==> src/hw/lsuPkg.sv <==
package lsuPkg;

    localparam int ADDR_W    = 32;
    localparam int DATA_W    = 32;
    localparam int TAG_W     = 4;
    localparam int LSB_DEPTH = 4;
    localparam int RAM_AW    = 10;                      // 1024 bytes, wraps
    localparam int LEN_W     = 3;                       // 1..4 bytes
    localparam int PTR_W     = $clog2(LSB_DEPTH);
    localparam int CNT_W     = $clog2(LSB_DEPTH + 1);

    // bit 3 marks a store, bit 2 unsigned load, bits 1:0 log2 of the size
    typedef enum logic [3:0] {
        LB  = 4'b0000,
        LH  = 4'b0001,
        LW  = 4'b0010,
        LBU = 4'b0100,
        LHU = 4'b0101,
        SB  = 4'b1000,
        SH  = 4'b1001,
        SW  = 4'b1010
    } lsOp_t;

    typedef enum logic [1:0] {
        IDLE,
        XFER,
        DONE
    } memState_t;

    function automatic logic isStore(input lsOp_t op);
        return op[3];
    endfunction

    function automatic logic [LEN_W-1:0] opLen(input lsOp_t op);
        return LEN_W'(1) << op[1:0];                    // 1, 2 or 4
    endfunction

endpackage

==> src/hw/memCtrl.sv <==
`timescale 1ns/1ns

module memCtrl import lsuPkg::*; (
    input  logic              clk,
    input  logic              rst,
    input  logic              start,
    input  logic              memWrite,
    input  logic [ADDR_W-1:0] memAddr,
    input  logic [LEN_W-1:0]  memLen,
    input  logic [DATA_W-1:0] memWdata,
    output logic              memDone,
    output logic [DATA_W-1:0] memRdata,
    output logic              ramEn,
    output logic              ramWe,
    output logic [RAM_AW-1:0] ramAddr,
    output logic [7:0]        ramWdata,
    input  logic [7:0]        ramRdata
);

    memState_t         state;
    logic [LEN_W-1:0]  cnt;
    logic [LEN_W-1:0]  len;
    logic [RAM_AW-1:0] baseAddr;    // upper address bits wrap away
    logic [DATA_W-1:0] wdata;
    logic              wrFlag;
    logic [DATA_W-1:0] rdBuf;
    logic              rdPend;      // ram byte due this cycle
    logic [1:0]        rdIdx;

    // **************************************************
    // byte lane to the RAM
    // **************************************************
    assign ramEn    = (state == XFER);
    assign ramWe    = (state == XFER) && wrFlag;
    assign ramAddr  = baseAddr + RAM_AW'(cnt);
    assign ramWdata = wdata[{cnt[1:0], 3'b000} +: 8];   // low byte first
    assign memDone  = (state == DONE);

    // last byte lands in the DONE cycle itself
    always_comb begin
        memRdata = rdBuf;
        if (rdPend) memRdata[{rdIdx, 3'b000} +: 8] = ramRdata;
    end

    always_ff @(posedge clk) begin
        if (rst) begin
            state  <= IDLE;
            cnt    <= '0;
            rdPend <= 1'b0;
        end else begin
            rdPend <= (state == XFER) && !wrFlag;
            case (state)
                IDLE: begin
                    cnt <= '0;
                    if (start) state <= XFER;
                end
                XFER: begin
                    cnt <= cnt + LEN_W'(1);
                    if (cnt == len - LEN_W'(1)) state <= DONE;
                end
                DONE:    state <= IDLE;
                default: state <= IDLE;
            endcase
        end
    end

    always_ff @(posedge clk) begin
        rdIdx <= cnt[1:0];
        if (start && state == IDLE) begin
            len      <= memLen;
            baseAddr <= memAddr[RAM_AW-1:0];
            wdata    <= memWdata;
            wrFlag   <= memWrite;
            rdBuf    <= '0;                 // unread upper bytes
        end else if (rdPend) begin
            rdBuf[{rdIdx, 3'b000} +: 8] <= ramRdata;
        end
    end

    startInIdle: assert property (@(posedge clk) disable iff (rst)
        start |-> state == IDLE)
        else $error("start while controller busy");

endmodule

==> config.mk <==
export PLATFORM = sky130hd
export DESIGN_NAME = memCtrl
export DESIGN_NICKNAME = d
export VERILOG_FILES = /design/src/hw/lsuPkg.sv /design/src/hw/memCtrl.sv
export SDC_FILE = /design/constraint.sdc
export NUM_CORES = 1
export LEC_CHECK = 0
export CORE_AREA = 3 3 72 108
export DETAILED_ROUTE_END_ITERATION = 8
export DIE_AREA = 0 0 75 111
export DONT_BUFFER_PORTS = 1
export SLEW_MARGIN = 20
export SYNTH_ARGS = -nofsm -noshare
export SYNTH_HDL_FRONTEND = slang
export SYNTH_SLANG_ARGS = --single-unit
==> constraint.sdc <==
create_clock -name clk -period 2.2 [get_ports clk]
set_input_delay 0.11 -clock clk [delete_from_list [all_inputs] [get_ports clk]]
set_output_delay 0.11 -clock clk [all_outputs]
set_load 0.005 [all_outputs]
==> out/qor.yml <==
global_route:
  grt_pass1_wl_um: 11800
  grt_pass1_vias: 2370
  grt_overflow_total: 0
  grt_max_degree: 80
  antenna_found_initial: 0
  grt_util_all_layers: 0.192
route:
  ant_nets: 0
  wirelength_um: 7650
  drcViolationCount: 0
  vias: 2375
  routedWlPerCell_um: 18.2
  drt_pass1_iterations: 4
  vias_per_cell: 5.65
  drt_iter0_drc: 108
yosys:
  synth_compound_area_frac: 0.102
  synth_top_area_frac: 0.394
  ys_top_cells_by_area: "edfxtp_1 (39%), dfxtp_1 (23%), a32oi_1 (8.0%)"
  netlist_instances: 278
  synth.cell_area_um2: 3510
  syn_nets: 368
  syn_avg_cell_area_um2: 12.6
  seq_area_frac_synth: 0.622
  synth.ff_latch_count: 86
  yosysUniqueCellTypes: 34
  synthAdderAreaFrac: 0.0414
  synthFlopType: "edfxtp_1"
  synth_edf_count: 46
  synthMuxAreaShare: 0.0513
  synth_top_family_by_area: "compound AO/OA/AOI/OAI gates"
  async_flop_share: 0
  ys_warn_count: 0
  synth_simple_gate_area_frac: 0.0856
  synth_xor_area_frac: 0.0317
  synth.largest_area_cell: "edfxtp_1"
clock_network:
  cts_max_level: 3
  clockBufferDepth: 2
  cts.clk_slew.worst_paths_ns: 0.08
  worst_skew_pair.late_latency_ns: 0.35
  cts_made_buffers: 9
  clock-sinks: 86
  tritoncts: "built"
  ctsRootBufferMaster: "clkbuf_8"
timing:
  period_minus_slack_ns: 2.06
  finalSetupTns_ns: 0
  clock-skew-final_ns: 0.00664
  grt_setup_unrepaired: "false"
  max_freq_ghz: 0.486
  fin_crit_sh: 0.936
  hold_ws_ns: 0.264
  worstMarginPinSlew_ns: 0.388
  hold_viol: 0
  setup_viol: 0
  drv_slew: 0
  timing.slew.headroom: 0.741
cells_and_area:
  layout_commonest_cell: "dlygate4sd3_1"
  nFillCells: 545
  design_area_um2: 4380
  nets: 427
  antenna_cells: 0
  multiInputGateArea_um2: 1110
  syn_to_final_growth_pct: 24.9
  fin_cells: 420
  final_cell_mix: "dlygate4sd3_1 (55), edfxtp_1 (46), inv_1 (43)"
  regArea_um2: 2180
  drive_above_1_share: 0.0936
floorplan:
  ios: 132
  start_util: 0.509
  die_x_um: 75
  die_h_um: 111
  coreArea_um2: 6900
  design.die.area_um2: 8330
  rows: 37
placement:
  numPortBuffers: 0
  place_inst: 349
  place_area_um2: 3590
  place.gp.congestion: 0.753
  hpwl_um: 4900
power:
  cellPowerDensity_nw_per_um2: 770
  vdd_drop_max_uv: 573
  leakage_nw: 1.83
critical_path:
  worstPathArrival_ns: 1.95
  cp_num_buf_inv: 1
  path_max_fanout: 10
  cp_slowest_stage_delay_ns: 0.37
  crit_path_cell_trace: "buf_4 > ha_1 > nand3_1 > a211oi_1 > xor2_1"
  crit_path_end_kind: "primary output"
  crit_family: "compound AO/OA/AOI/OAI gates"
  worst_setup_path_start_kind: "flop"
  critPathKind: "flop to primary output"
  worstPathRequired_ns: 2.09
  cpMaxStageDelayCell: "a211oi_1"
outcome:
  status: "completed"
worst_hold_path:
  hp-class: "input port to flop"
flow_run:
  max_cap_viol_count: 0
[path summary, 6_finish.rpt]
check	cells past startpoint	start	end	slack, ns
max	5	cnt[1]	ramAddr[9]	0.14
min	3	start	rdBuf[1]	0.26
max reg2reg	6	rdIdx[0]	rdBuf[17]	0.58
min reg2reg	1	wrFlag	rdPend	0.47
[per-layer routing]
metal / part of all wire / GRT usage / vias to the layer above
met5: 0 / 0 / -
met4: 0.018 / 0.0855 / 0
met3: 0.066 / 0.0635 / 14
met2: 0.55 / 0.332 / 91
met1: 0.37 / 0.202 / 1159
li1: - / - / 1111
[cells by family after synthesis]
logic type / Yosys count
AOI/OAI and AO/OA: 45
xor gates and xnor gates: 11
adders and majority gates: 11
buffers and inverters: 55
DFF: 86
muxes: 8
and+or+nand+nor: 62
[through the flow]
stage	utilization	power [mW]	worst slack [ns]
2_1_floorplan	-	1.99	0.426
3_3_place_gp	0.521	2.04	0.468
3_5_place_dp	0.521	2.05	0.437
4_1_cts	0.634	3.41	0.0268
5_1_grt	0.636	3.51	0.0124
6_report	0.636	3.37	0.141
[state kept, by name (all words and copies together) (netlist names)]
name,cells
baseAddr,10
cnt,3
len,3
rdBuf,32
rdIdx,2
rdPend,1
state,2
wdata,32
wrFlag,1
[power by group]
part           switching, mW  total (mW)  internal (mW)  leakage [nW]
clock network          0.514        1.27          0.753         0.111
logic                  0.152       0.296          0.144         0.960
registers             0.0340        1.81           1.78         0.764
[worst min-delay path: stages]
cell and delay [ns]:
nor3b_4 0.14, buf_12 0.20, nor2_1 0.11
[repair_timing]
item / in CTS / in global routing
hold buffers: 55 / 0
endpoints found under the hold margin: 84 / 0
resized for setup: 0 / 4
buffers inserted: 0 / 0
setup endpoints to repair: 0 / 10
[final cells by class]
cell class,instances,share of cell area
repair buffers,60,0.137
well taps,78,0.0223
flip-flops and latches,86,0.498
inverters,43,0.0368
clock inverters,4,0.0217
multi-input cells,137,0.253
clock buffers,12,0.0308
[synth_stat cells (2+ instances only)]
library cell	number
xor2_1	4
a21oi_1	6
mux4_2	8
nor3b_2	2
buf_2	7
dfxtp_1	40
nand2_1	9
buf_6	2
nor3_1	2
and2_1	2
nor2b_1	5
edfxtp_1	46
inv_1	43
a32oi_1	32
xnor2_1	6
o21ai_0	3
nor2_1	34
ha_1	10
clkbuf_1	2
Note: power is estimated with default switching activity, not from simulation.
