--- config.mk ---
export PLATFORM = sky130hd
export DESIGN_NAME = loadStoreBuffer
export DESIGN_NICKNAME = d
export VERILOG_FILES = /design/src/hw/lsuPkg.sv /design/src/hw/loadStoreBuffer.sv
export SDC_FILE = /design/constraint.sdc
export NUM_CORES = 1
export LEC_CHECK = 0
export BUFFER_PORTS_ARGS = -buffer_cell sky130_fd_sc_hd__buf_2
export CAP_MARGIN = 25
export CORE_ASPECT_RATIO = 1.25
export CORE_MARGIN = 8
export CORE_UTILIZATION = 55
export DETAILED_ROUTE_END_ITERATION = 7
export MAX_ROUTING_LAYER = met4
export PLACE_DENSITY = 0.77
export RECOVER_POWER = 25
export SLEW_MARGIN = 0
export SYNTH_ARGS = -nofsm -noshare
export SYNTH_HDL_FRONTEND = slang
export SYNTH_SLANG_ARGS = --single-unit
--- constraint.sdc ---
create_clock -name clk -period 2.8 [get_ports clk]
set_clock_uncertainty 0.1 [all_clocks]
set_input_delay 0.14 -clock clk [delete_from_list [all_inputs] [get_ports clk]]
set_output_delay 0.14 -clock clk [all_outputs]
set_load 0.02 [all_outputs]
--- src/hw/lsuPkg.sv ---
package lsuPkg;

    localparam int ADDR_W    = 32;
    localparam int DATA_W    = 32;
    localparam int TAG_W     = 4;
    localparam int LSB_DEPTH = 4;
    localparam int RAM_AW    = 10;                      // 1024 bytes, wraps
    localparam int LEN_W     = 3;                       // 1..4 bytes
    localparam int PTR_W     = $clog2(LSB_DEPTH);
    localparam int CNT_W     = $clog2(LSB_DEPTH + 1);

    // bit 3 marks a store, bit 2 unsigned load, bits 1:0 log2 of the size
    typedef enum logic [3:0] {
        LB  = 4'b0000,
        LH  = 4'b0001,
        LW  = 4'b0010,
        LBU = 4'b0100,
        LHU = 4'b0101,
        SB  = 4'b1000,
        SH  = 4'b1001,
        SW  = 4'b1010
    } lsOp_t;

    typedef enum logic [1:0] {
        IDLE,
        XFER,
        DONE
    } memState_t;

    function automatic logic isStore(input lsOp_t op);
        return op[3];
    endfunction

    function automatic logic [LEN_W-1:0] opLen(input lsOp_t op);
        return LEN_W'(1) << op[1:0];                    // 1, 2 or 4
    endfunction

endpackage

--- src/hw/loadStoreBuffer.sv ---
`timescale 1ns/1ns

module loadStoreBuffer import lsuPkg::*; (
    input  logic              clk,
    input  logic              rst,
    input  logic              clr,
    input  logic              reqValid,
    input  lsOp_t             reqOp,
    input  logic [ADDR_W-1:0] reqAddr,
    input  logic [DATA_W-1:0] reqData,
    input  logic [TAG_W-1:0]  reqTag,
    output logic              reqReady,
    output logic              issueValid,
    output lsOp_t             issueOp,
    output logic [ADDR_W-1:0] issueAddr,
    output logic [DATA_W-1:0] issueData,
    output logic [TAG_W-1:0]  issueTag,
    input  logic              issueReady
);

    lsOp_t             opMem   [LSB_DEPTH];
    logic [ADDR_W-1:0] addrMem [LSB_DEPTH];
    logic [DATA_W-1:0] dataMem [LSB_DEPTH];
    logic [TAG_W-1:0]  tagMem  [LSB_DEPTH];

    logic [PTR_W-1:0] wrPtr;
    logic [PTR_W-1:0] rdPtr;
    logic [CNT_W-1:0] count;
    logic             push;
    logic             pop;

    function automatic logic [PTR_W-1:0] nextPtr(input logic [PTR_W-1:0] ptr);
        return (ptr == PTR_W'(LSB_DEPTH - 1)) ? '0 : ptr + PTR_W'(1);
    endfunction

    assign reqReady   = (count != CNT_W'(LSB_DEPTH));
    assign issueValid = (count != '0);
    assign push       = reqValid && reqReady;
    assign pop        = issueValid && issueReady;

    // head entry straight out of the array
    assign issueOp   = opMem[rdPtr];
    assign issueAddr = addrMem[rdPtr];
    assign issueData = dataMem[rdPtr];
    assign issueTag  = tagMem[rdPtr];

    always_ff @(posedge clk) begin
        if (push) begin
            opMem[wrPtr]   <= reqOp;
            addrMem[wrPtr] <= reqAddr;
            dataMem[wrPtr] <= reqData;
            tagMem[wrPtr]  <= reqTag;
        end
    end

    always_ff @(posedge clk) begin
        if (rst || clr) begin
            wrPtr <= '0;
            rdPtr <= '0;
            count <= '0;
        end else begin
            if (push) wrPtr <= nextPtr(wrPtr);
            if (pop) rdPtr <= nextPtr(rdPtr);
            case ({push, pop})
                2'b10:   count <= count + CNT_W'(1);
                2'b01:   count <= count - CNT_W'(1);
                default: count <= count;        // both or neither
            endcase
        end
    end

    countBound: assert property (@(posedge clk) disable iff (rst)
        count <= CNT_W'(LSB_DEPTH))
        else $error("load/store buffer count above depth");

endmodule

==> flow_summary.rst <==
.. list-table::
   :header-rows: 1

   * - Metric
     - Value
   * - Initial DRC Count
     - around 340
   * - Sequential cell fraction of total power
     - a little under three fifths
   * - GR Layer Usage met1
     - ~21%
   * - Post-place instance area
     - between 10000 and 15000 µm²
   * - Weighted congestion at the end of routability-driven global placement
     - about 0.76
   * - Slew Limit Headroom
     - about three fifths
   * - Post-layout worst setup margin
     - roughly 0.22 ns
   * - DRC violation count after routing
     - 0
   * - DRT antenna net count
     - 0
   * - Total leakage power
     - approximately 4.5 nW
   * - Via count
     - between 5000 and 6000
   * - Category of the worst setup path capture point
     - register
   * - Start-to-end type of the worst setup path
     - register to register
   * - Internal power component
     - around 7.2 mW
   * - Final core occ
     - ~70%
   * - Sequential cell area fraction in the yosys report
     - just over 80%
   * - Busiest layer in global routing
     - met2
   * - WL final
     - 21200 µm
   * - Max FO, Critical Path
     - 8
   * - Total overflow reported by the global router
     - 0
   * - Synth-to-Final Area Change
     - 25.6%
   * - Total GRT Usage
     - 18.4%
   * - Final Slew Violations
     - 0
   * - Post-synthesis instance area
     - ~11000 µm²
   * - CTS sink cnt
     - a little under 300
   * - Shortest clock period the worst path allows after layout
     - ~2.6 ns
   * - Commonest non-fill, non-tap cell in the layout
     - edfxtp_1
   * - Die span in x
     - 142 µm
   * - Vias/cell
     - roughly 5.4
   * - Area inside the core boundary
     - about 19000 µm²
   * - Ratio of cells with drive above 1 in the final layout
     - between 30% and 40%
   * - Clk Latency, worst-skew pair
     - slightly above 0.5 ns
   * - Initial antenna violation count
     - 3
   * - MaxCap Viol Count
     - 0
   * - Drt pass-1 iters
     - 4
   * - Warning count from the yosys run
     - 0
   * - TritonCTS clock tree
     - done
   * - Avg WL per Cell
     - approximately 22 µm
   * - Layout Nets
     - between 700 and 800
   * - Wire length of the first global-routing pass
     - roughly 34000 µm
   * - Power per cell area
     - around 670 nW/µm²
   * - Number of buffers inserted during clock tree synthesis
     - 27
   * - Number of port buffers
     - 150
   * - Transition time at the pin with the least slew margin
     - between 0.6 and 0.7 ns
   * - Root buffer cell
     - clkbuf_16
   * - Setup-violating endpoint count in the final report
     - 0
   * - Die H
     - approximately 170 µm
   * - Post-Syn Area per Cell
     - about 25 µm²
   * - Sw Ratio
     - slightly above 20%
   * - Maximum number of buffers from clock root to sink
     - 3
   * - Post-placement worst setup slack
     - 0.391 ns
   * - Share of the clock period used by the worst path after layout
     - approximately 92%
   * - Largest net degree at the start of global routing
     - 44
   * - Reported net switching power
     - 1.89 mW
   * - Data arrival time at the worst-slack endpoint
     - roughly 3 ns
   * - Path class of the lowest-slack min-delay path
     - input pin to register
   * - Clock group share of total power
     - between 30% and 40%
   * - Detailed Place HPWL
     - ~13000 µm
   * - Final instance area
     - between 10000 and 15000 µm²
   * - I/O pin total
     - ~150
   * - Number of distinct library cell variants in the gate-level netlist after synthesis
     - 28
   * - Fmax
     - approximately 0.39 GHz
   * - Number of standard-cell rows in the floorplan
     - 57
   * - Met2 routing resource usage after global routing
     - between 30% and 40%
   * - CTS clock-pin slew for the worst setup and hold paths
     - roughly 0.060 ns
   * - Startpoint class of the critical path
     - register
   * - Total die area
     - 24500 µm²
   * - TNS Setup
     - 0 ns
   * - Endpoints failing hold
     - 0
   * - RSZ-0062 raised after global routing
     - false
   * - H-tree depth
     - 1
   * - Max IR drop VDD
     - between 0.5 and 0.6 mV
   * - Vias in the first global route
     - 5915
   * - Met3 track demand over resource in global routing
     - under 10%
   * - Initial standard-cell utilization of the core
     - between 50% and 60%
   * - Postcts setup bufs
     - 0
   * - Combinational Power Share
     - around 6.6%
   * - Commonest non-fill, non-tap cells in the layout
     - 288 x edfxtp_1, 106 x buf_2, 79 x dlygate4sd3_1
   * - Status
     - complete, no violations
   * - Post-synthesis instance total
     - 429
   * - Data required, critical path
     - about 3.2 ns
   * - Number of gates resized after CTS
     - 0
   * - Number of flip-flops and latches in the synthesized netlist
     - 297
   * - Mapped Nets
     - between 500 and 600
[Yosys cell counts]
master      n  area, µm²
buf_2       3       15.0
inv_1       6       22.5
edfxtp_1  288       8650
or3_2       2       15.0
mux4_2     72       1620
clkbuf_1    1       3.75
or3b_1      1       8.76
nor2_1      4       15.0
o21ai_0     1       5.00
buf_1       5       18.8
a211o_1     1       8.76
fa_1        1       20.0
dfxtp_1     9        180
or3_1       2       12.5
xor2_1      2       17.5
buf_4       7       52.6
o31ai_1     1       7.51
a21o_1      1       7.51
o21ai_2     1       8.76
clkbuf_2    1       5.00
nand2_1     2       7.51
mux2i_1     1       10.0
ha_1        6       75.1
buf_6       1       11.3
and3_2      4       30.0
or2_1       1       6.26
a21oi_1     4       20.0
nand3_1     1       5.00
[cell families (layout without fill, tap and decap cells)]
kind of cell / after synthesis / count (layout) / synth area share [%]
AO/OA/AOI/OAI: 9 / 9 / 0.530
XOR/XNOR: 2 / 2 / 0.161
adder cells (fa/ha/maj): 7 / 7 / 0.876
buffers and inverters: 24 / 296 / 1.19
flip-flops: 297 / 297 / 81.3
multiplexers: 73 / 73 / 15.0
other: 0 / 3 / 0
AND/OR/NAND/NOR: 17 / 17 / 0.922
[metal layers]
metal,vias up,share of wire [%]
li1,2339,-
met1,2709,38
met2,150,55
met3,36,4.7
met4,0,2.0
met5,-,0
[power by group through the flow]
stage	combinational (mW)	sequential, mW	clock, mW
floorplan	0.289	5.11	0
global placement	0.504	5.11	0
detailed placement	0.524	5.12	0
CTS	0.616	5.02	3.57
global route	0.641	5.03	3.73
finish	0.598	5.02	3.49
[sequential cells by signal (all words and copies together), names as in the netlist, named ones only]
name and count:
tagMem 16, opMem 16, addrMem 128, dataMem 128, wrPtr 2, count 3, rdPtr 2
[final cells by class]
| class | count | area (µm²) |
|---|---|---|
| Multi-Input combinational cell | 108 | 1920 |
| Inverter | 6 | 22.5 |
| Fill cell | 1211 | 5760 |
| Timing Repair Buffer | 241 | 1660 |
| Tap cell | 265 | 332 |
| Sequential cell | 297 | 8840 |
| Clock inverter | 22 | 184 |
| Antenna cell | 3 | 7.51 |
| Clock buffer | 27 | 676 |
[timing repair]
item                       CTS  global route
hold buffers                79             0
setup endpoints to repair    0             0
hold endpoints to repair   297             0
[per-stage QoR]
step / std cells / power, mW / hold slack, ns
2_1_floorplan: 429 / 5.40 / 0.139
3_3_place_gp: 838 / 5.61 / 0.249
3_5_place_dp: 838 / 5.64 / 0.256
4_1_cts: 966 / 9.21 / 0.252
5_1_grt: 969 / 9.40 / 0.308
6_report: 969 / 9.11 / 0.287
[path summary, 6_finish.rpt]
path / from / to / slack [ns] / cells after the start
worst max-delay path: count[2] / wrPtr[0] / 0.22 / 6
worst min-delay path: reqData[19] / dataMem[2][19] / 0.29 / 2
worst max register to register: count[2] / wrPtr[0] / 0.22 / 6
worst min register to register: rdPtr[0] / register / 0.39 / 2
[worst max-delay path, stage by stage, from the launching register on]
cell	delay (ns)
dfxtp_1	0.38
or3b_1	0.39
buf_4	0.18
a211o_1	0.29
dlygate4sd3_1	0.58
o21ai_2	0.06
dlygate4sd3_1	0.54
(Power assumes the default switching activity.)
