### config.mk
export PLATFORM = sky130hd
export DESIGN_NAME = dataAccess
export DESIGN_NICKNAME = d
export VERILOG_FILES = /design/src/hw/lsuPkg.sv /design/src/hw/dataAccess.sv
export SDC_FILE = /design/constraint.sdc
export NUM_CORES = 1
export LEC_CHECK = 0
export BUFFER_PORTS_ARGS = -buffer_cell sky130_fd_sc_hd__buf_4
export CAP_MARGIN = 20
export CORE_MARGIN = 2
export CORE_UTILIZATION = 43
export CTS_CLUSTER_SIZE = 25
export DETAILED_ROUTE_END_ITERATION = 8
export PLACE_DENSITY = 0.88
export RECOVER_POWER = 25
export SETUP_SLACK_MARGIN = 0.1
export SKIP_LAST_GASP = 1
export SLEW_MARGIN = 20
export SYNTH_ARGS = -nofsm -noshare
export SYNTH_HDL_FRONTEND = slang
export SYNTH_SLANG_ARGS = --single-unit
### constraint.sdc
create_clock -name clk -period 5.6 [get_ports clk]
set_input_delay 0.28 -clock clk [delete_from_list [all_inputs] [get_ports clk]]
set_output_delay 0.28 -clock clk [all_outputs]
set_load 0.02 [all_outputs]
### src/hw/lsuPkg.sv
package lsuPkg;

    localparam int ADDR_W    = 32;
    localparam int DATA_W    = 32;
    localparam int TAG_W     = 4;
    localparam int LSB_DEPTH = 4;
    localparam int RAM_AW    = 10;                      // 1024 bytes, wraps
    localparam int LEN_W     = 3;                       // 1..4 bytes
    localparam int PTR_W     = $clog2(LSB_DEPTH);
    localparam int CNT_W     = $clog2(LSB_DEPTH + 1);

    // bit 3 marks a store, bit 2 unsigned load, bits 1:0 log2 of the size
    typedef enum logic [3:0] {
        LB  = 4'b0000,
        LH  = 4'b0001,
        LW  = 4'b0010,
        LBU = 4'b0100,
        LHU = 4'b0101,
        SB  = 4'b1000,
        SH  = 4'b1001,
        SW  = 4'b1010
    } lsOp_t;

    typedef enum logic [1:0] {
        IDLE,
        XFER,
        DONE
    } memState_t;

    function automatic logic isStore(input lsOp_t op);
        return op[3];
    endfunction

    function automatic logic [LEN_W-1:0] opLen(input lsOp_t op);
        return LEN_W'(1) << op[1:0];                    // 1, 2 or 4
    endfunction

endpackage

### src/hw/dataAccess.sv
`timescale 1ns/1ns

module dataAccess import lsuPkg::*; (
    input  logic              clk,
    input  logic              rst,
    input  logic              clr,
    input  logic              issueValid,
    input  lsOp_t             issueOp,
    input  logic [ADDR_W-1:0] issueAddr,
    input  logic [DATA_W-1:0] issueData,
    input  logic [TAG_W-1:0]  issueTag,
    output logic              issueReady,
    output logic              start,
    output logic              memWrite,
    output logic [ADDR_W-1:0] memAddr,
    output logic [LEN_W-1:0]  memLen,
    output logic [DATA_W-1:0] memWdata,
    input  logic              memDone,
    input  logic [DATA_W-1:0] memRdata,
    output logic              respValid,
    output logic [DATA_W-1:0] respData,
    output logic [TAG_W-1:0]  respTag,
    input  logic              respReady
);

    logic              occupied;
    logic              issued;      // our access is in the controller
    logic              memBusy;     // controller busy, survives clr
    lsOp_t             op;
    logic [ADDR_W-1:0] addr;
    logic [DATA_W-1:0] wdata;
    logic [TAG_W-1:0]  tag;
    logic              ownDone;
    logic [DATA_W-1:0] extData;

    assign issueReady = !occupied;
    assign start      = occupied && !issued && !memBusy && !respValid;
    assign memWrite   = isStore(op);
    assign memLen     = opLen(op);
    assign memAddr    = addr;
    assign memWdata   = wdata;
    assign respTag    = tag;
    assign ownDone    = memDone && issued;  // stale done after clr is dropped

    always_comb begin
        case (op)
            LB:      extData = {{(DATA_W-8){memRdata[7]}}, memRdata[7:0]};
            LH:      extData = {{(DATA_W-16){memRdata[15]}}, memRdata[15:0]};
            LBU:     extData = {{(DATA_W-8){1'b0}}, memRdata[7:0]};
            LHU:     extData = {{(DATA_W-16){1'b0}}, memRdata[15:0]};
            LW:      extData = memRdata;
            default: extData = '0;              // stores
        endcase
    end

    always_ff @(posedge clk) begin
        if (issueValid && issueReady) begin
            op    <= issueOp;
            addr  <= issueAddr;
            wdata <= issueData;
            tag   <= issueTag;
        end
        if (ownDone) respData <= extData;
    end

    always_ff @(posedge clk) begin
        if (rst || clr) begin
            occupied  <= 1'b0;
            issued    <= 1'b0;
            respValid <= 1'b0;
        end else begin
            if (issueValid && issueReady) occupied <= 1'b1;
            if (start) issued <= 1'b1;
            if (ownDone) begin
                issued    <= 1'b0;
                respValid <= 1'b1;
            end
            if (respValid && respReady) begin
                respValid <= 1'b0;
                occupied  <= 1'b0;
            end
        end
    end

    always_ff @(posedge clk) begin
        if (rst) memBusy <= 1'b0;
        else if (start) memBusy <= 1'b1;
        else if (memDone) memBusy <= 1'b0;
    end

    respStable: assert property (@(posedge clk) disable iff (rst || clr)
        respValid && !respReady |=> respValid && $stable(respData))
        else $error("response changed while stalled");

endmodule

==> flow_results.xml, run 1 <==
<?xml version="1.0" encoding="UTF-8"?>
<metrics>
  <group name="grt">
    <metric name="gr-total-overflow" unit="">0</metric>
    <metric name="initial_antenna_violation_count" unit="">1</metric>
    <metric name="grt_first_pass_wirelength" unit="um">12300</metric>
    <metric name="first_global_vias" unit="">2522</metric>
    <metric name="groute.usage.overall" unit="%">18.3</metric>
    <metric name="grt_max_degree" unit="">73</metric>
  </group>
  <group name="timing">
    <metric name="fin_skew" unit="ps">15.8</metric>
    <metric name="finalHoldViolCount" unit="">0</metric>
    <metric name="final-setup-viol-count" unit="">0</metric>
    <metric name="rsz0062_at_grt" unit="">no</metric>
    <metric name="final_max_slew_viol_count" unit="">0</metric>
    <metric name="worst_slew_margin_rel" unit="%">39.7</metric>
    <metric name="max_clock_freq" unit="MHz">529</metric>
    <metric name="worst-slew-pin-transition" unit="ps">904</metric>
    <metric name="ratio_of_final_minimum_period_to_clock_period" unit="%">33.7</metric>
    <metric name="min_period" unit="ps">1890</metric>
    <metric name="setup-tns-final" unit="ps">0</metric>
  </group>
  <group name="clock_network">
    <metric name="tritoncts_clock_tree" unit="">built</metric>
    <metric name="clkLatencyLatePin" unit="ps">350</metric>
    <metric name="htree_num_levels" unit="">3</metric>
    <metric name="clk_transition_reported_paths" unit="ps">90</metric>
    <metric name="post_cts_buffers" unit="">0</metric>
    <metric name="max-clock-path-buffers" unit="">2</metric>
    <metric name="cts.repair.resized" unit="">0</metric>
    <metric name="cts-root-buf" unit="">sky130_fd_sc_hd__clkbuf_8</metric>
    <metric name="cts-buffers-inserted" unit="">9</metric>
    <metric name="clkSinkCount" unit="">108</metric>
    <metric name="holdBufCountCts" unit="">0</metric>
  </group>
  <group name="logic_synthesis">
    <metric name="postSynthCellCount" unit="">187</metric>
    <metric name="post_synth_num_cell_types" unit="">22</metric>
    <metric name="ys_ff_latch" unit="">108</metric>
    <metric name="count_of_flip_flops_with_a_built_in_enable_after_synthesis" unit="">104</metric>
    <metric name="mappedNetlistArea" unit="um2">3650</metric>
    <metric name="synth-async-reset-ratio" unit="%">0</metric>
    <metric name="avg_inst_size_synth" unit="um2">19.5</metric>
    <metric name="dominantRegCellSynth" unit="">sky130_fd_sc_hd__edfxtp_1</metric>
    <metric name="synth.yosys.warnings" unit="">0</metric>
    <metric name="synth-seq-area-share" unit="%">87.9</metric>
    <metric name="synth.net_count" unit="">297</metric>
  </group>
  <group name="layout">
    <metric name="flow.area_growth_from_synthesis" unit="%">52.4</metric>
    <metric name="n_fill_cell" unit="">586</metric>
    <metric name="num-nets-final" unit="">521</metric>
    <metric name="drive_gt1_share" unit="%">54.3</metric>
    <metric name="finalNonFillerCells" unit="">522</metric>
  </group>
  <group name="job">
    <metric name="cap_viol_max_count" unit="">0</metric>
  </group>
  <group name="placement">
    <metric name="hpwlAfterDp" unit="um">6480</metric>
    <metric name="routability_congestion_estimate_from_global_placement" unit="">0.696</metric>
    <metric name="buffer_ports.inserted" unit="">216</metric>
    <metric name="dp.cells" unit="">505</metric>
  </group>
  <group name="floorplan">
    <metric name="floorplan.die_area" unit="um2">9230</metric>
    <metric name="std_cell_rows" unit="">33</metric>
    <metric name="floorplan.initialDensity" unit="%">44.4</metric>
    <metric name="core_area" unit="um2">8220</metric>
    <metric name="die_y_extent" unit="um">96.1</metric>
    <metric name="io_pins" unit="">217</metric>
    <metric name="die_x" unit="um">96.1</metric>
  </group>
  <group name="routing">
    <metric name="vias_per_cell" unit="">4.60</metric>
    <metric name="ant_nets" unit="">0</metric>
    <metric name="detail_route.first_pass.iterations" unit="">4</metric>
    <metric name="wirelength" unit="um">8510</metric>
    <metric name="avgRoutedWirePerCell" unit="um">16.3</metric>
    <metric name="drt_iter0_drc" unit="">66</metric>
    <metric name="drc" unit="">0</metric>
    <metric name="detailroute.via_count" unit="">2400</metric>
  </group>
  <group name="setup_path">
    <metric name="timing.critical_path.fanout_max" unit="">17</metric>
    <metric name="worstSetupStartpointType" unit="">flip-flop</metric>
    <metric name="worst-endpoint-required" unit="ps">5820</metric>
    <metric name="setup.worst_path.end_class" unit="">flip-flop</metric>
    <metric name="worst-setup-path-type" unit="">flip-flop to flip-flop</metric>
    <metric name="arrival" unit="ps">2100</metric>
  </group>
  <group name="pwr">
    <metric name="peakVddDrop" unit="V">0.000180</metric>
    <metric name="power.leakage" unit="nW">2.42</metric>
    <metric name="powerDensity" unit="nW/um2">286</metric>
  </group>
  <group name="worst_hold_path">
    <metric name="worstHoldPathType" unit="">primary input to flip-flop</metric>
  </group>
  <group name="run_status">
    <metric name="run_status" unit="">finished, final reports clean</metric>
  </group>
</metrics>
[worst paths after layout]
check / startpoint / endpoint / slack, ps / cells past startpoint
hold reg to reg: memBusy / memBusy / 470 / 2
setup reg to reg: op[0] / respData[8] / 3710 / 3
hold / removal: clr / respValid / 100 / 2
setup / recovery: op[0] / respData[8] / 3710 / 3
[worst max-delay path, cell delays in order, from the launching register on]
cell	delay, ps
sky130_fd_sc_hd__edfxtp_1	520
sky130_fd_sc_hd__nor4b_4	800
sky130_fd_sc_hd__a21o_1	290
sky130_fd_sc_hd__a21o_1	160
[synthesized netlist by cell type (2+ instances only)]
cell type                  count  area (um2)
sky130_fd_sc_hd__and2_1        9        56.3
sky130_fd_sc_hd__nand2_1      32         120
sky130_fd_sc_hd__edfxtp_1    104        3120
sky130_fd_sc_hd__buf_2         2        10.0
sky130_fd_sc_hd__dfxtp_1       4        80.1
sky130_fd_sc_hd__nor2b_1       3        18.8
sky130_fd_sc_hd__inv_1         4        15.0
sky130_fd_sc_hd__mux2i_1       2        20.0
sky130_fd_sc_hd__buf_6         2        22.5
sky130_fd_sc_hd__or4_1         2        15.0
sky130_fd_sc_hd__a21o_1        9        67.6
sky130_fd_sc_hd__nor2_1        3        11.3
sky130_fd_sc_hd__nand2b_1      2        12.5
[cells in the final DEF (no fill, tap or decap), drive strengths merged, types with 2 or more instances in the layout]
cell type	n
buf	140
a21o	9
edfxtp	104
nand2b	2
clkinv	3
clkbuf	88
nor2	3
and2	10
mux2i	2
or4	2
dfxtp	4
inv	6
nor2b	3
nand2	32
[sequential cells by signal (all words and copies together) (netlist names)]
signal,cells
respData,32
op,4
occupied,1
memWdata,32
memAddr,32
respValid,1
respTag,4
issued,1
memBusy,1
[power by group]
part / total, mW / switching [mW] / internal (mW)
clock network: 0.467 / 0.255 / 0.212
registers: 0.939 / 0.0125 / 0.926
logic: 0.181 / 0.0903 / 0.0912
[metrics by stage]
stage	hold WS, ps	setup WS (ps)	utilization (%)	power, mW	instance area, um2
after floorplan	349	1580	-	1.03	3650
after global placement	448	3770	65.5	1.14	5390
after detailed placement	459	3730	65.5	1.15	5390
after CTS	69.9	3700	68.0	1.61	5580
after global routing	82.3	3550	67.6	1.65	5550
final	102	3710	67.6	1.59	5560
[per-layer routing]
layer | vias to the layer above | routed length, um | GRT usage (%)
li1 | 1143 | - | -
met5 | - | 0 | 0
met3 | 16 | 823 | 6.97
met4 | 0 | 184 | 8.69
met1 | 1114 | 2890 | 19.1
met2 | 127 | 4610 | 32.2
[logic make-up (layout without fill, tap and decap cells)]
logic type             Yosys count  in the layout  synth area share [%]
buffers and inverters            9            238                  1.41
flip-flops                     108            108                  87.9
multiplexers                     2              2                 0.549
AND/OR/NAND/NOR                 55             55                  7.55
other                            0              1                     0
AO/OA/AOI/OAI                   13             13                  2.64
[area by class of cell]
type                            instances  area [um2]  share of cell area [%]
Clock buffer                           10         128                    2.30
Sequential cell                       108        3200                    57.6
Tap cell                              105         131                    2.36
Clock inverter                          6        71.3                    1.28
Multi-Input combinational cell         70         399                    7.18
Antenna cell                            1        2.50                  0.0450
Timing Repair Buffer                  218        1610                    28.9
Inverter                                4        15.0                   0.270
Note: power is estimated with default switching activity, not from simulation.
==> run 2, diff against run 1 <==
--- a/config.mk
+++ b/config.mk
@@ -5,6 +5,7 @@
 export SDC_FILE = /design/constraint.sdc
 export NUM_CORES = 1
 export LEC_CHECK = 0
+export ABC_AREA = 1
 export BUFFER_PORTS_ARGS = -buffer_cell sky130_fd_sc_hd__buf_4
 export CAP_MARGIN = 20
 export CORE_MARGIN = 2
==> constraint.sdc (replaced) <==
create_clock -name clk -period 1.95 [get_ports clk]
set_input_delay 0.0975 -clock clk [delete_from_list [all_inputs] [get_ports clk]]
set_output_delay 0.0975 -clock clk [all_outputs]
set_load 0.02 [all_outputs]
==> run 2 against run 1 <==
Against the previous run: global-route usage increased by 5.6 points; worst setup slack got worse by 3400 ps; power increased to 3.0 times the previous value; clock skew decreased by 2.5 ps; register-to-register slack got worse by 3400 ps; routed wire length increased by 31%; utilization increased by 10 points; die area increased by 2.0%; hold slack got worse by 96 ps.
==> flow_results.xml, run 2 <==
<?xml version="1.0" encoding="UTF-8"?>
<metrics>
  <group name="timing">
    <metric name="ratio_of_final_minimum_period_to_clock_period" unit="%">83.1</metric>
    <metric name="worst_slack" unit="ps">329</metric>
    <metric name="min_period" unit="ps">1620</metric>
    <metric name="final-setup-viol-count" unit="">0</metric>
    <metric name="finalHoldViolCount" unit="">0</metric>
    <metric name="worst-slew-pin-transition" unit="ps">830</metric>
    <metric name="hold_ws" unit="ps">5.83</metric>
    <metric name="final_max_slew_viol_count" unit="">0</metric>
    <metric name="setup-tns-final" unit="ps">0</metric>
    <metric name="max_clock_freq" unit="MHz">617</metric>
    <metric name="worst_slew_margin_rel" unit="%">44.5</metric>
    <metric name="fin_skew" unit="ps">13.3</metric>
    <metric name="rsz0062_at_grt" unit="">no</metric>
  </group>
  <group name="layout">
    <metric name="layout_commonest_cell" unit="">sky130_fd_sc_hd__buf_4</metric>
    <metric name="final_core_utilization" unit="%">77.9</metric>
    <metric name="num-nets-final" unit="">620</metric>
    <metric name="drive_gt1_share" unit="%">47.4</metric>
    <metric name="flow.area_growth_from_synthesis" unit="%">73.6</metric>
    <metric name="diodes" unit="">0</metric>
    <metric name="final_cell_mix" unit="">sky130_fd_sc_hd__buf_4 (144), sky130_fd_sc_hd__edfxtp_1 (104), sky130_fd_sc_hd__dlygate4sd3_1 (81)</metric>
    <metric name="n_fill_cell" unit="">444</metric>
  </group>
  <group name="logic_synthesis">
    <metric name="avg_inst_size_synth" unit="um2">18.2</metric>
    <metric name="mappedNetlistArea" unit="um2">3720</metric>
    <metric name="dominantRegCellSynth" unit="">sky130_fd_sc_hd__edfxtp_1</metric>
    <metric name="synth-async-reset-ratio" unit="%">0</metric>
    <metric name="synth-seq-area-share" unit="%">86.1</metric>
    <metric name="synth.net_count" unit="">314</metric>
    <metric name="synth.yosys.warnings" unit="">0</metric>
    <metric name="postSynthCellCount" unit="">204</metric>
    <metric name="netlist.top_cell.by_area" unit="">sky130_fd_sc_hd__edfxtp_1</metric>
    <metric name="count_of_flip_flops_with_a_built_in_enable_after_synthesis" unit="">104</metric>
    <metric name="ys_top_cells_by_count" unit="">sky130_fd_sc_hd__edfxtp_1 (104), sky130_fd_sc_hd__nand3_1 (33), sky130_fd_sc_hd__nand2_1 (23)</metric>
    <metric name="netlist.area_leader.share" unit="%">83.9</metric>
    <metric name="synth.most_common_cell" unit="">sky130_fd_sc_hd__edfxtp_1</metric>
    <metric name="synth_top_cells_by_area" unit="">sky130_fd_sc_hd__edfxtp_1 (84%), sky130_fd_sc_hd__nand3_1 (4.4%), sky130_fd_sc_hd__nand2_1 (2.3%)</metric>
    <metric name="ys_ff_latch" unit="">108</metric>
    <metric name="post_synth_num_cell_types" unit="">18</metric>
  </group>
  <group name="setup_path">
    <metric name="worst-endpoint-required" unit="ps">2140</metric>
    <metric name="cell_at_the_slowest_stage_of_the_critical_path" unit="">sky130_fd_sc_hd__edfxtp_1</metric>
    <metric name="critical-path-top-delay-family" unit="">simple AND/OR/NAND/NOR gates</metric>
    <metric name="critical_path_buf_inv_count" unit="">1</metric>
    <metric name="worst-setup-path-type" unit="">flip-flop to flip-flop</metric>
    <metric name="arrival" unit="ps">1810</metric>
    <metric name="worstSetupStartpointType" unit="">flip-flop</metric>
    <metric name="timing.critical_path.fanout_max" unit="">24</metric>
    <metric name="setup.worst_path.end_class" unit="">flip-flop</metric>
    <metric name="worstPathCellList" unit="">nor2_2 &gt; buf_4 &gt; nand3_2 &gt; nand3_1</metric>
    <metric name="critPathMaxStageDelay" unit="ps">440</metric>
  </group>
  <group name="routing">
    <metric name="drt_iter0_drc" unit="">143</metric>
    <metric name="vias_per_cell" unit="">4.72</metric>
    <metric name="detailroute.via_count" unit="">2926</metric>
    <metric name="ant_nets" unit="">0</metric>
    <metric name="avgRoutedWirePerCell" unit="um">18.0</metric>
    <metric name="drc" unit="">0</metric>
    <metric name="wirelength" unit="um">11200</metric>
    <metric name="detail_route.first_pass.iterations" unit="">4</metric>
  </group>
  <group name="clock_network">
    <metric name="max-clock-path-buffers" unit="">2</metric>
    <metric name="tritoncts_clock_tree" unit="">built</metric>
    <metric name="htree_num_levels" unit="">3</metric>
    <metric name="clkLatencyLatePin" unit="ps">350</metric>
    <metric name="cts-buffers-inserted" unit="">9</metric>
    <metric name="cts-root-buf" unit="">sky130_fd_sc_hd__clkbuf_8</metric>
    <metric name="clkSinkCount" unit="">108</metric>
    <metric name="post_cts_buffers" unit="">0</metric>
    <metric name="clk_transition_reported_paths" unit="ps">110</metric>
  </group>
  <group name="placement">
    <metric name="routability_congestion_estimate_from_global_placement" unit="">0.785</metric>
    <metric name="preCtsSetupSlack" unit="ps">347</metric>
    <metric name="buffer_ports.inserted" unit="">216</metric>
    <metric name="hpwlAfterDp" unit="um">6900</metric>
  </group>
  <group name="floorplan">
    <metric name="core_area" unit="um2">8300</metric>
    <metric name="floorplan.die_area" unit="um2">9420</metric>
    <metric name="die_x" unit="um">97.0</metric>
    <metric name="std_cell_rows" unit="">33</metric>
    <metric name="floorplan.initialDensity" unit="%">44.9</metric>
    <metric name="io_pins" unit="">217</metric>
    <metric name="die_y_extent" unit="um">97.0</metric>
  </group>
  <group name="pwr">
    <metric name="powerDensity" unit="nW/um2">727</metric>
    <metric name="peakVddDrop" unit="V">0.000495</metric>
    <metric name="power.leakage" unit="nW">2.76</metric>
    <metric name="overall_power" unit="mW">4.70</metric>
  </group>
  <group name="grt">
    <metric name="gr-total-overflow" unit="">0</metric>
    <metric name="groute.usage.overall" unit="%">23.9</metric>
    <metric name="grt_first_pass_wirelength" unit="um">16900</metric>
    <metric name="initial_antenna_violation_count" unit="">0</metric>
    <metric name="first_global_vias" unit="">3134</metric>
    <metric name="grt_max_degree" unit="">35</metric>
  </group>
  <group name="worst_hold_path">
    <metric name="worstHoldPathType" unit="">primary input to flip-flop</metric>
  </group>
  <group name="job">
    <metric name="cap_viol_max_count" unit="">0</metric>
  </group>
  <group name="run_status">
    <metric name="run_status" unit="">finished, final reports clean</metric>
  </group>
</metrics>
-- run 2: metrics by stage --
step | cells | area [um2]
final | 620 | 6460
after global routing | 620 | 6460
after CTS | 620 | 6480
after detailed placement | 523 | 5480
after global placement | 523 | 5480
after floorplan | 204 | 3730
-- run 2: final cells by class --
cell class / instances / area [um2] / share of cell area [%]
multi-input combinational: 80 / 428 / 6.62
sequential: 108 / 3200 / 49.6
clock inverter: 7 / 58.8 / 0.910
inverter: 10 / 37.5 / 0.581
timing repair buffer: 301 / 2480 / 38.4
clock buffer: 9 / 124 / 1.92
tap: 105 / 131 / 2.03
-- run 2: worst reg2reg max path: stages (launching register included) --
cell,delay [ps]
sky130_fd_sc_hd__edfxtp_1,440
sky130_fd_sc_hd__nor2_2,120
sky130_fd_sc_hd__buf_4,250
sky130_fd_sc_hd__nand3_2,410
sky130_fd_sc_hd__nand3_1,240
-- run 2: cell families after synthesis --
group	after synthesis	synth area share, %
AOI/OAI and AO/OA	12	2.15
buffers and inverters	16	2.45
DFF	108	86.1
and+or+nand+nor	68	9.34
-- run 2: power by group --
group          total (mW)  switching [mW]  internal, mW  leakage [nW]
combinational       0.723           0.339         0.384          1.67
clock                1.27           0.784         0.486        0.0873
sequential           2.70          0.0417          2.66          1.00
-- run 2: metal layers --
metal / part of all wire (%) / wire length, um / global-route usage, % / vias to the layer above
met5: 0 / 0 / 0 / -
met4: 2.8 / 317 / 9.97 / 0
met3: 7.9 / 886 / 6.00 / 24
met2: 51 / 5740 / 41.6 / 186
met1: 38 / 4210 / 28.2 / 1347
li1: - / - / - / 1369
-- run 2: path summary, 6_finish.rpt --
path                                  from      endpoint  slack (ps)  cells after the start
worst min-delay path            issueValid      occupied           6                      3
worst max-delay path                 op[3]  respData[27]         330                      4
worst min register to register      issued        issued         470                      2
worst max register to register       op[3]  respData[27]         330                      4
-- run 2: repair_timing --
item                                   in CTS  in global routing
endpoints found under the hold margin      80                  0
hold buffers                               81                  0
gates resized for setup                     0                  0
==> run 3, diff against run 2 <==
--- a/config.mk
+++ b/config.mk
@@ -5,14 +5,14 @@
 export SDC_FILE = /design/constraint.sdc
 export NUM_CORES = 1
 export LEC_CHECK = 0
-export ABC_AREA = 1
+export ABC_AREA = 0
 export BUFFER_PORTS_ARGS = -buffer_cell sky130_fd_sc_hd__buf_4
 export CAP_MARGIN = 20
 export CORE_MARGIN = 2
-export CORE_UTILIZATION = 43
+export CORE_UTILIZATION = 39
 export CTS_CLUSTER_SIZE = 25
 export DETAILED_ROUTE_END_ITERATION = 8
-export PLACE_DENSITY = 0.88
+export PLACE_DENSITY = 0.85
 export RECOVER_POWER = 25
 export SETUP_SLACK_MARGIN = 0.1
 export SKIP_LAST_GASP = 1
==> constraint.sdc (replaced) <==
create_clock -name clk -period 1.3 [get_ports clk]
set_input_delay 0.065 -clock clk [delete_from_list [all_inputs] [get_ports clk]]
set_output_delay 0.065 -clock clk [all_outputs]
set_load 0.02 [all_outputs]
==> run 3 against run 2 <==
Against the previous run: the run now ends with negative setup slack left; via count grew 6.7%; die area grew 7.7%; hold slack gained 240 ps; cell area grew 13%; sequential power grew 50%; routed wire length grew 9.7%; critical endpoint is now respData[22].
==> flow_results.xml, run 3 (synthesized netlist as in run 1, its figures left out) <==
<?xml version="1.0" encoding="UTF-8"?>
<metrics>
  <group name="run_status">
    <metric name="run_status" unit="">finished with violations</metric>
    <metric name="failing_checks" unit="">negative setup slack</metric>
  </group>
  <group name="pwr">
    <metric name="sequential_fraction_of_design_power" unit="%">55.8</metric>
    <metric name="power.leakage" unit="nW">3.18</metric>
    <metric name="pwr-share-clk" unit="%">25.5</metric>
    <metric name="swShare" unit="%">24.2</metric>
    <metric name="share_comb_of_total_power" unit="%">18.6</metric>
    <metric name="peakVddDrop" unit="V">0.000611</metric>
    <metric name="internal-power" unit="mW">5.50</metric>
    <metric name="net-switching-power" unit="mW">1.75</metric>
    <metric name="overall_power" unit="mW">7.25</metric>
    <metric name="powerDensity" unit="nW/um2">993</metric>
  </group>
  <group name="timing">
    <metric name="fin_skew" unit="ps">13.9</metric>
    <metric name="min_period" unit="ps">1500</metric>
    <metric name="worst-slew-pin-transition" unit="ps">311</metric>
    <metric name="final_max_slew_viol_count" unit="">0</metric>
    <metric name="finalHoldViolCount" unit="">0</metric>
    <metric name="ratio_of_final_minimum_period_to_clock_period" unit="%">115</metric>
    <metric name="setup-tns-final" unit="ps">-5360</metric>
    <metric name="final-setup-viol-count" unit="">56</metric>
    <metric name="rsz0062_at_grt" unit="">yes</metric>
    <metric name="worst_slack" unit="ps">-200</metric>
    <metric name="max_clock_freq" unit="MHz">667</metric>
    <metric name="worst_slew_margin_rel" unit="%">78.7</metric>
  </group>
  <group name="routing">
    <metric name="wirelength" unit="um">12200</metric>
    <metric name="routed-wl-met3" unit="um">927</metric>
    <metric name="vias_per_cell" unit="">4.66</metric>
    <metric name="drt_iter0_drc" unit="">99</metric>
    <metric name="top_metal_layer_carrying_routed_signals" unit="">met4</metric>
    <metric name="detailroute.via_count" unit="">3121</metric>
    <metric name="wl_met1" unit="um">4130</metric>
    <metric name="drc" unit="">0</metric>
    <metric name="avgRoutedWirePerCell" unit="um">18.3</metric>
    <metric name="detail_route.first_pass.iterations" unit="">4</metric>
    <metric name="detailroute.wirelength.met2" unit="um">6860</metric>
    <metric name="ant_nets" unit="">0</metric>
  </group>
  <group name="grt">
    <metric name="gr-total-overflow" unit="">0</metric>
    <metric name="grt_first_pass_wirelength" unit="um">17700</metric>
    <metric name="initial_antenna_violation_count" unit="">0</metric>
    <metric name="groute.usage.overall" unit="%">23.7</metric>
    <metric name="grt_max_degree" unit="">33</metric>
    <metric name="first_global_vias" unit="">3486</metric>
  </group>
  <group name="layout">
    <metric name="drive_gt1_share" unit="%">52.8</metric>
    <metric name="num-nets-final" unit="">664</metric>
    <metric name="flow.area_growth_from_synthesis" unit="%">100</metric>
    <metric name="final_cell_mix" unit="">sky130_fd_sc_hd__buf_4 (158), sky130_fd_sc_hd__dlygate4sd3_1 (109), sky130_fd_sc_hd__edfxtp_1 (104)</metric>
    <metric name="final_core_utilization" unit="%">79.8</metric>
    <metric name="layout_commonest_cell" unit="">sky130_fd_sc_hd__buf_4</metric>
    <metric name="diodes" unit="">0</metric>
  </group>
  <group name="floorplan">
    <metric name="std_cell_rows" unit="">35</metric>
    <metric name="die_y_extent" unit="um">101</metric>
    <metric name="io_pins" unit="">217</metric>
    <metric name="floorplan.die_area" unit="um2">10100</metric>
    <metric name="core_area" unit="um2">9150</metric>
    <metric name="die_x" unit="um">101</metric>
    <metric name="floorplan.initialDensity" unit="%">39.8</metric>
  </group>
  <group name="setup_path">
    <metric name="timing.critical_path.fanout_max" unit="">8</metric>
    <metric name="worstPathCellList" unit="">mux2i_1 &gt; or4_4 &gt; buf_8 &gt; nand2_1</metric>
    <metric name="worstSetupStartpointType" unit="">flip-flop</metric>
    <metric name="critical_path_buf_inv_count" unit="">1</metric>
    <metric name="cell_at_the_slowest_stage_of_the_critical_path" unit="">sky130_fd_sc_hd__edfxtp_1</metric>
    <metric name="setup.reg_to_reg.worst_slack" unit="ps">-200</metric>
    <metric name="critPathMaxStageDelay" unit="ps">500</metric>
    <metric name="worst-endpoint-required" unit="ps">1520</metric>
    <metric name="critical-path-top-delay-family" unit="">simple AND/OR/NAND/NOR gates</metric>
    <metric name="arrival" unit="ps">1720</metric>
    <metric name="setup.worst_path.end_class" unit="">flip-flop</metric>
    <metric name="worst-setup-path-type" unit="">flip-flop to flip-flop</metric>
  </group>
  <group name="clock_network">
    <metric name="clkLatencyLatePin" unit="ps">360</metric>
    <metric name="cts-buffers-inserted" unit="">9</metric>
    <metric name="clk_transition_reported_paths" unit="ps">110</metric>
    <metric name="tritoncts_clock_tree" unit="">built</metric>
    <metric name="max-clock-path-buffers" unit="">2</metric>
    <metric name="cts-root-buf" unit="">sky130_fd_sc_hd__clkbuf_8</metric>
    <metric name="clkSinkCount" unit="">108</metric>
    <metric name="htree_num_levels" unit="">3</metric>
  </group>
  <group name="job">
    <metric name="cap_viol_max_count" unit="">0</metric>
  </group>
  <group name="placement">
    <metric name="preCtsSetupSlack" unit="ps">-161</metric>
    <metric name="hpwlAfterDp" unit="um">6620</metric>
    <metric name="buffer_ports.inserted" unit="">216</metric>
    <metric name="routability_congestion_estimate_from_global_placement" unit="">0.763</metric>
  </group>
  <group name="worst_hold_path">
    <metric name="worstHoldPathType" unit="">primary input to flip-flop</metric>
  </group>
</metrics>
## run 3: final cells by class
type	count	area, um2
Inverter	4	15.0
Timing Repair Buffer	361	3260
Clock inverter	7	48.8
Clock buffer	9	124
Fill cell	443	1850
Multi-Input combinational cell	70	508
Sequential cell	108	3210
Tap cell	111	139
## run 3: worst reg2reg max path: stages (launching register included)
cell and delay, ps:
sky130_fd_sc_hd__edfxtp_1 500, sky130_fd_sc_hd__mux2i_1 170, sky130_fd_sc_hd__or4_4 470, sky130_fd_sc_hd__buf_8 170, sky130_fd_sc_hd__nand2_1 60
## run 3: path summary, 6_finish.rpt
check	startpoint	end	cells after the start
setup / recovery	op[0]	respData[22]	4
hold / removal	memRdata[7]	respData[10]	4
setup reg to reg	op[0]	respData[22]	4
hold reg to reg	memBusy	memBusy	2
## run 3: routing by layer
layer	vias up	track usage [%]
met5	-	0
met4	0	9.06
met3	28	6.38
met2	171	45.4
met1	1492	24.3
li1	1430	-
## run 3: power by group through the flow
stage                     registers, mW  clock network [mW]  logic, mW
after floorplan                    4.29                   0      0.130
after global placement             4.11                   0      0.845
after detailed placement           4.12                   0      0.868
after CTS                          4.04                1.88       1.24
after global routing               4.06                2.03       1.42
final                              4.05                1.85       1.35
## run 3: through the flow
| step | instances | hold WS [ps] | area, um2 |
|---|---|---|---|
| after floorplan | 187 | 134 | 3660 |
| after global placement | 529 | 243 | 5560 |
| after detailed placement | 529 | 244 | 5560 |
| after CTS | 664 | 213 | 7060 |
| after global routing | 670 | 250 | 7300 |
| final | 670 | 241 | 7300 |
## run 3: timing repair
item,in CTS,in global routing
cloned,3,3
pin swaps,5,9
resized for setup,31,41
buffers inserted,8,4
endpoints found under the setup margin,104,110
hold buffers,109,0
endpoints found under the hold margin,108,0
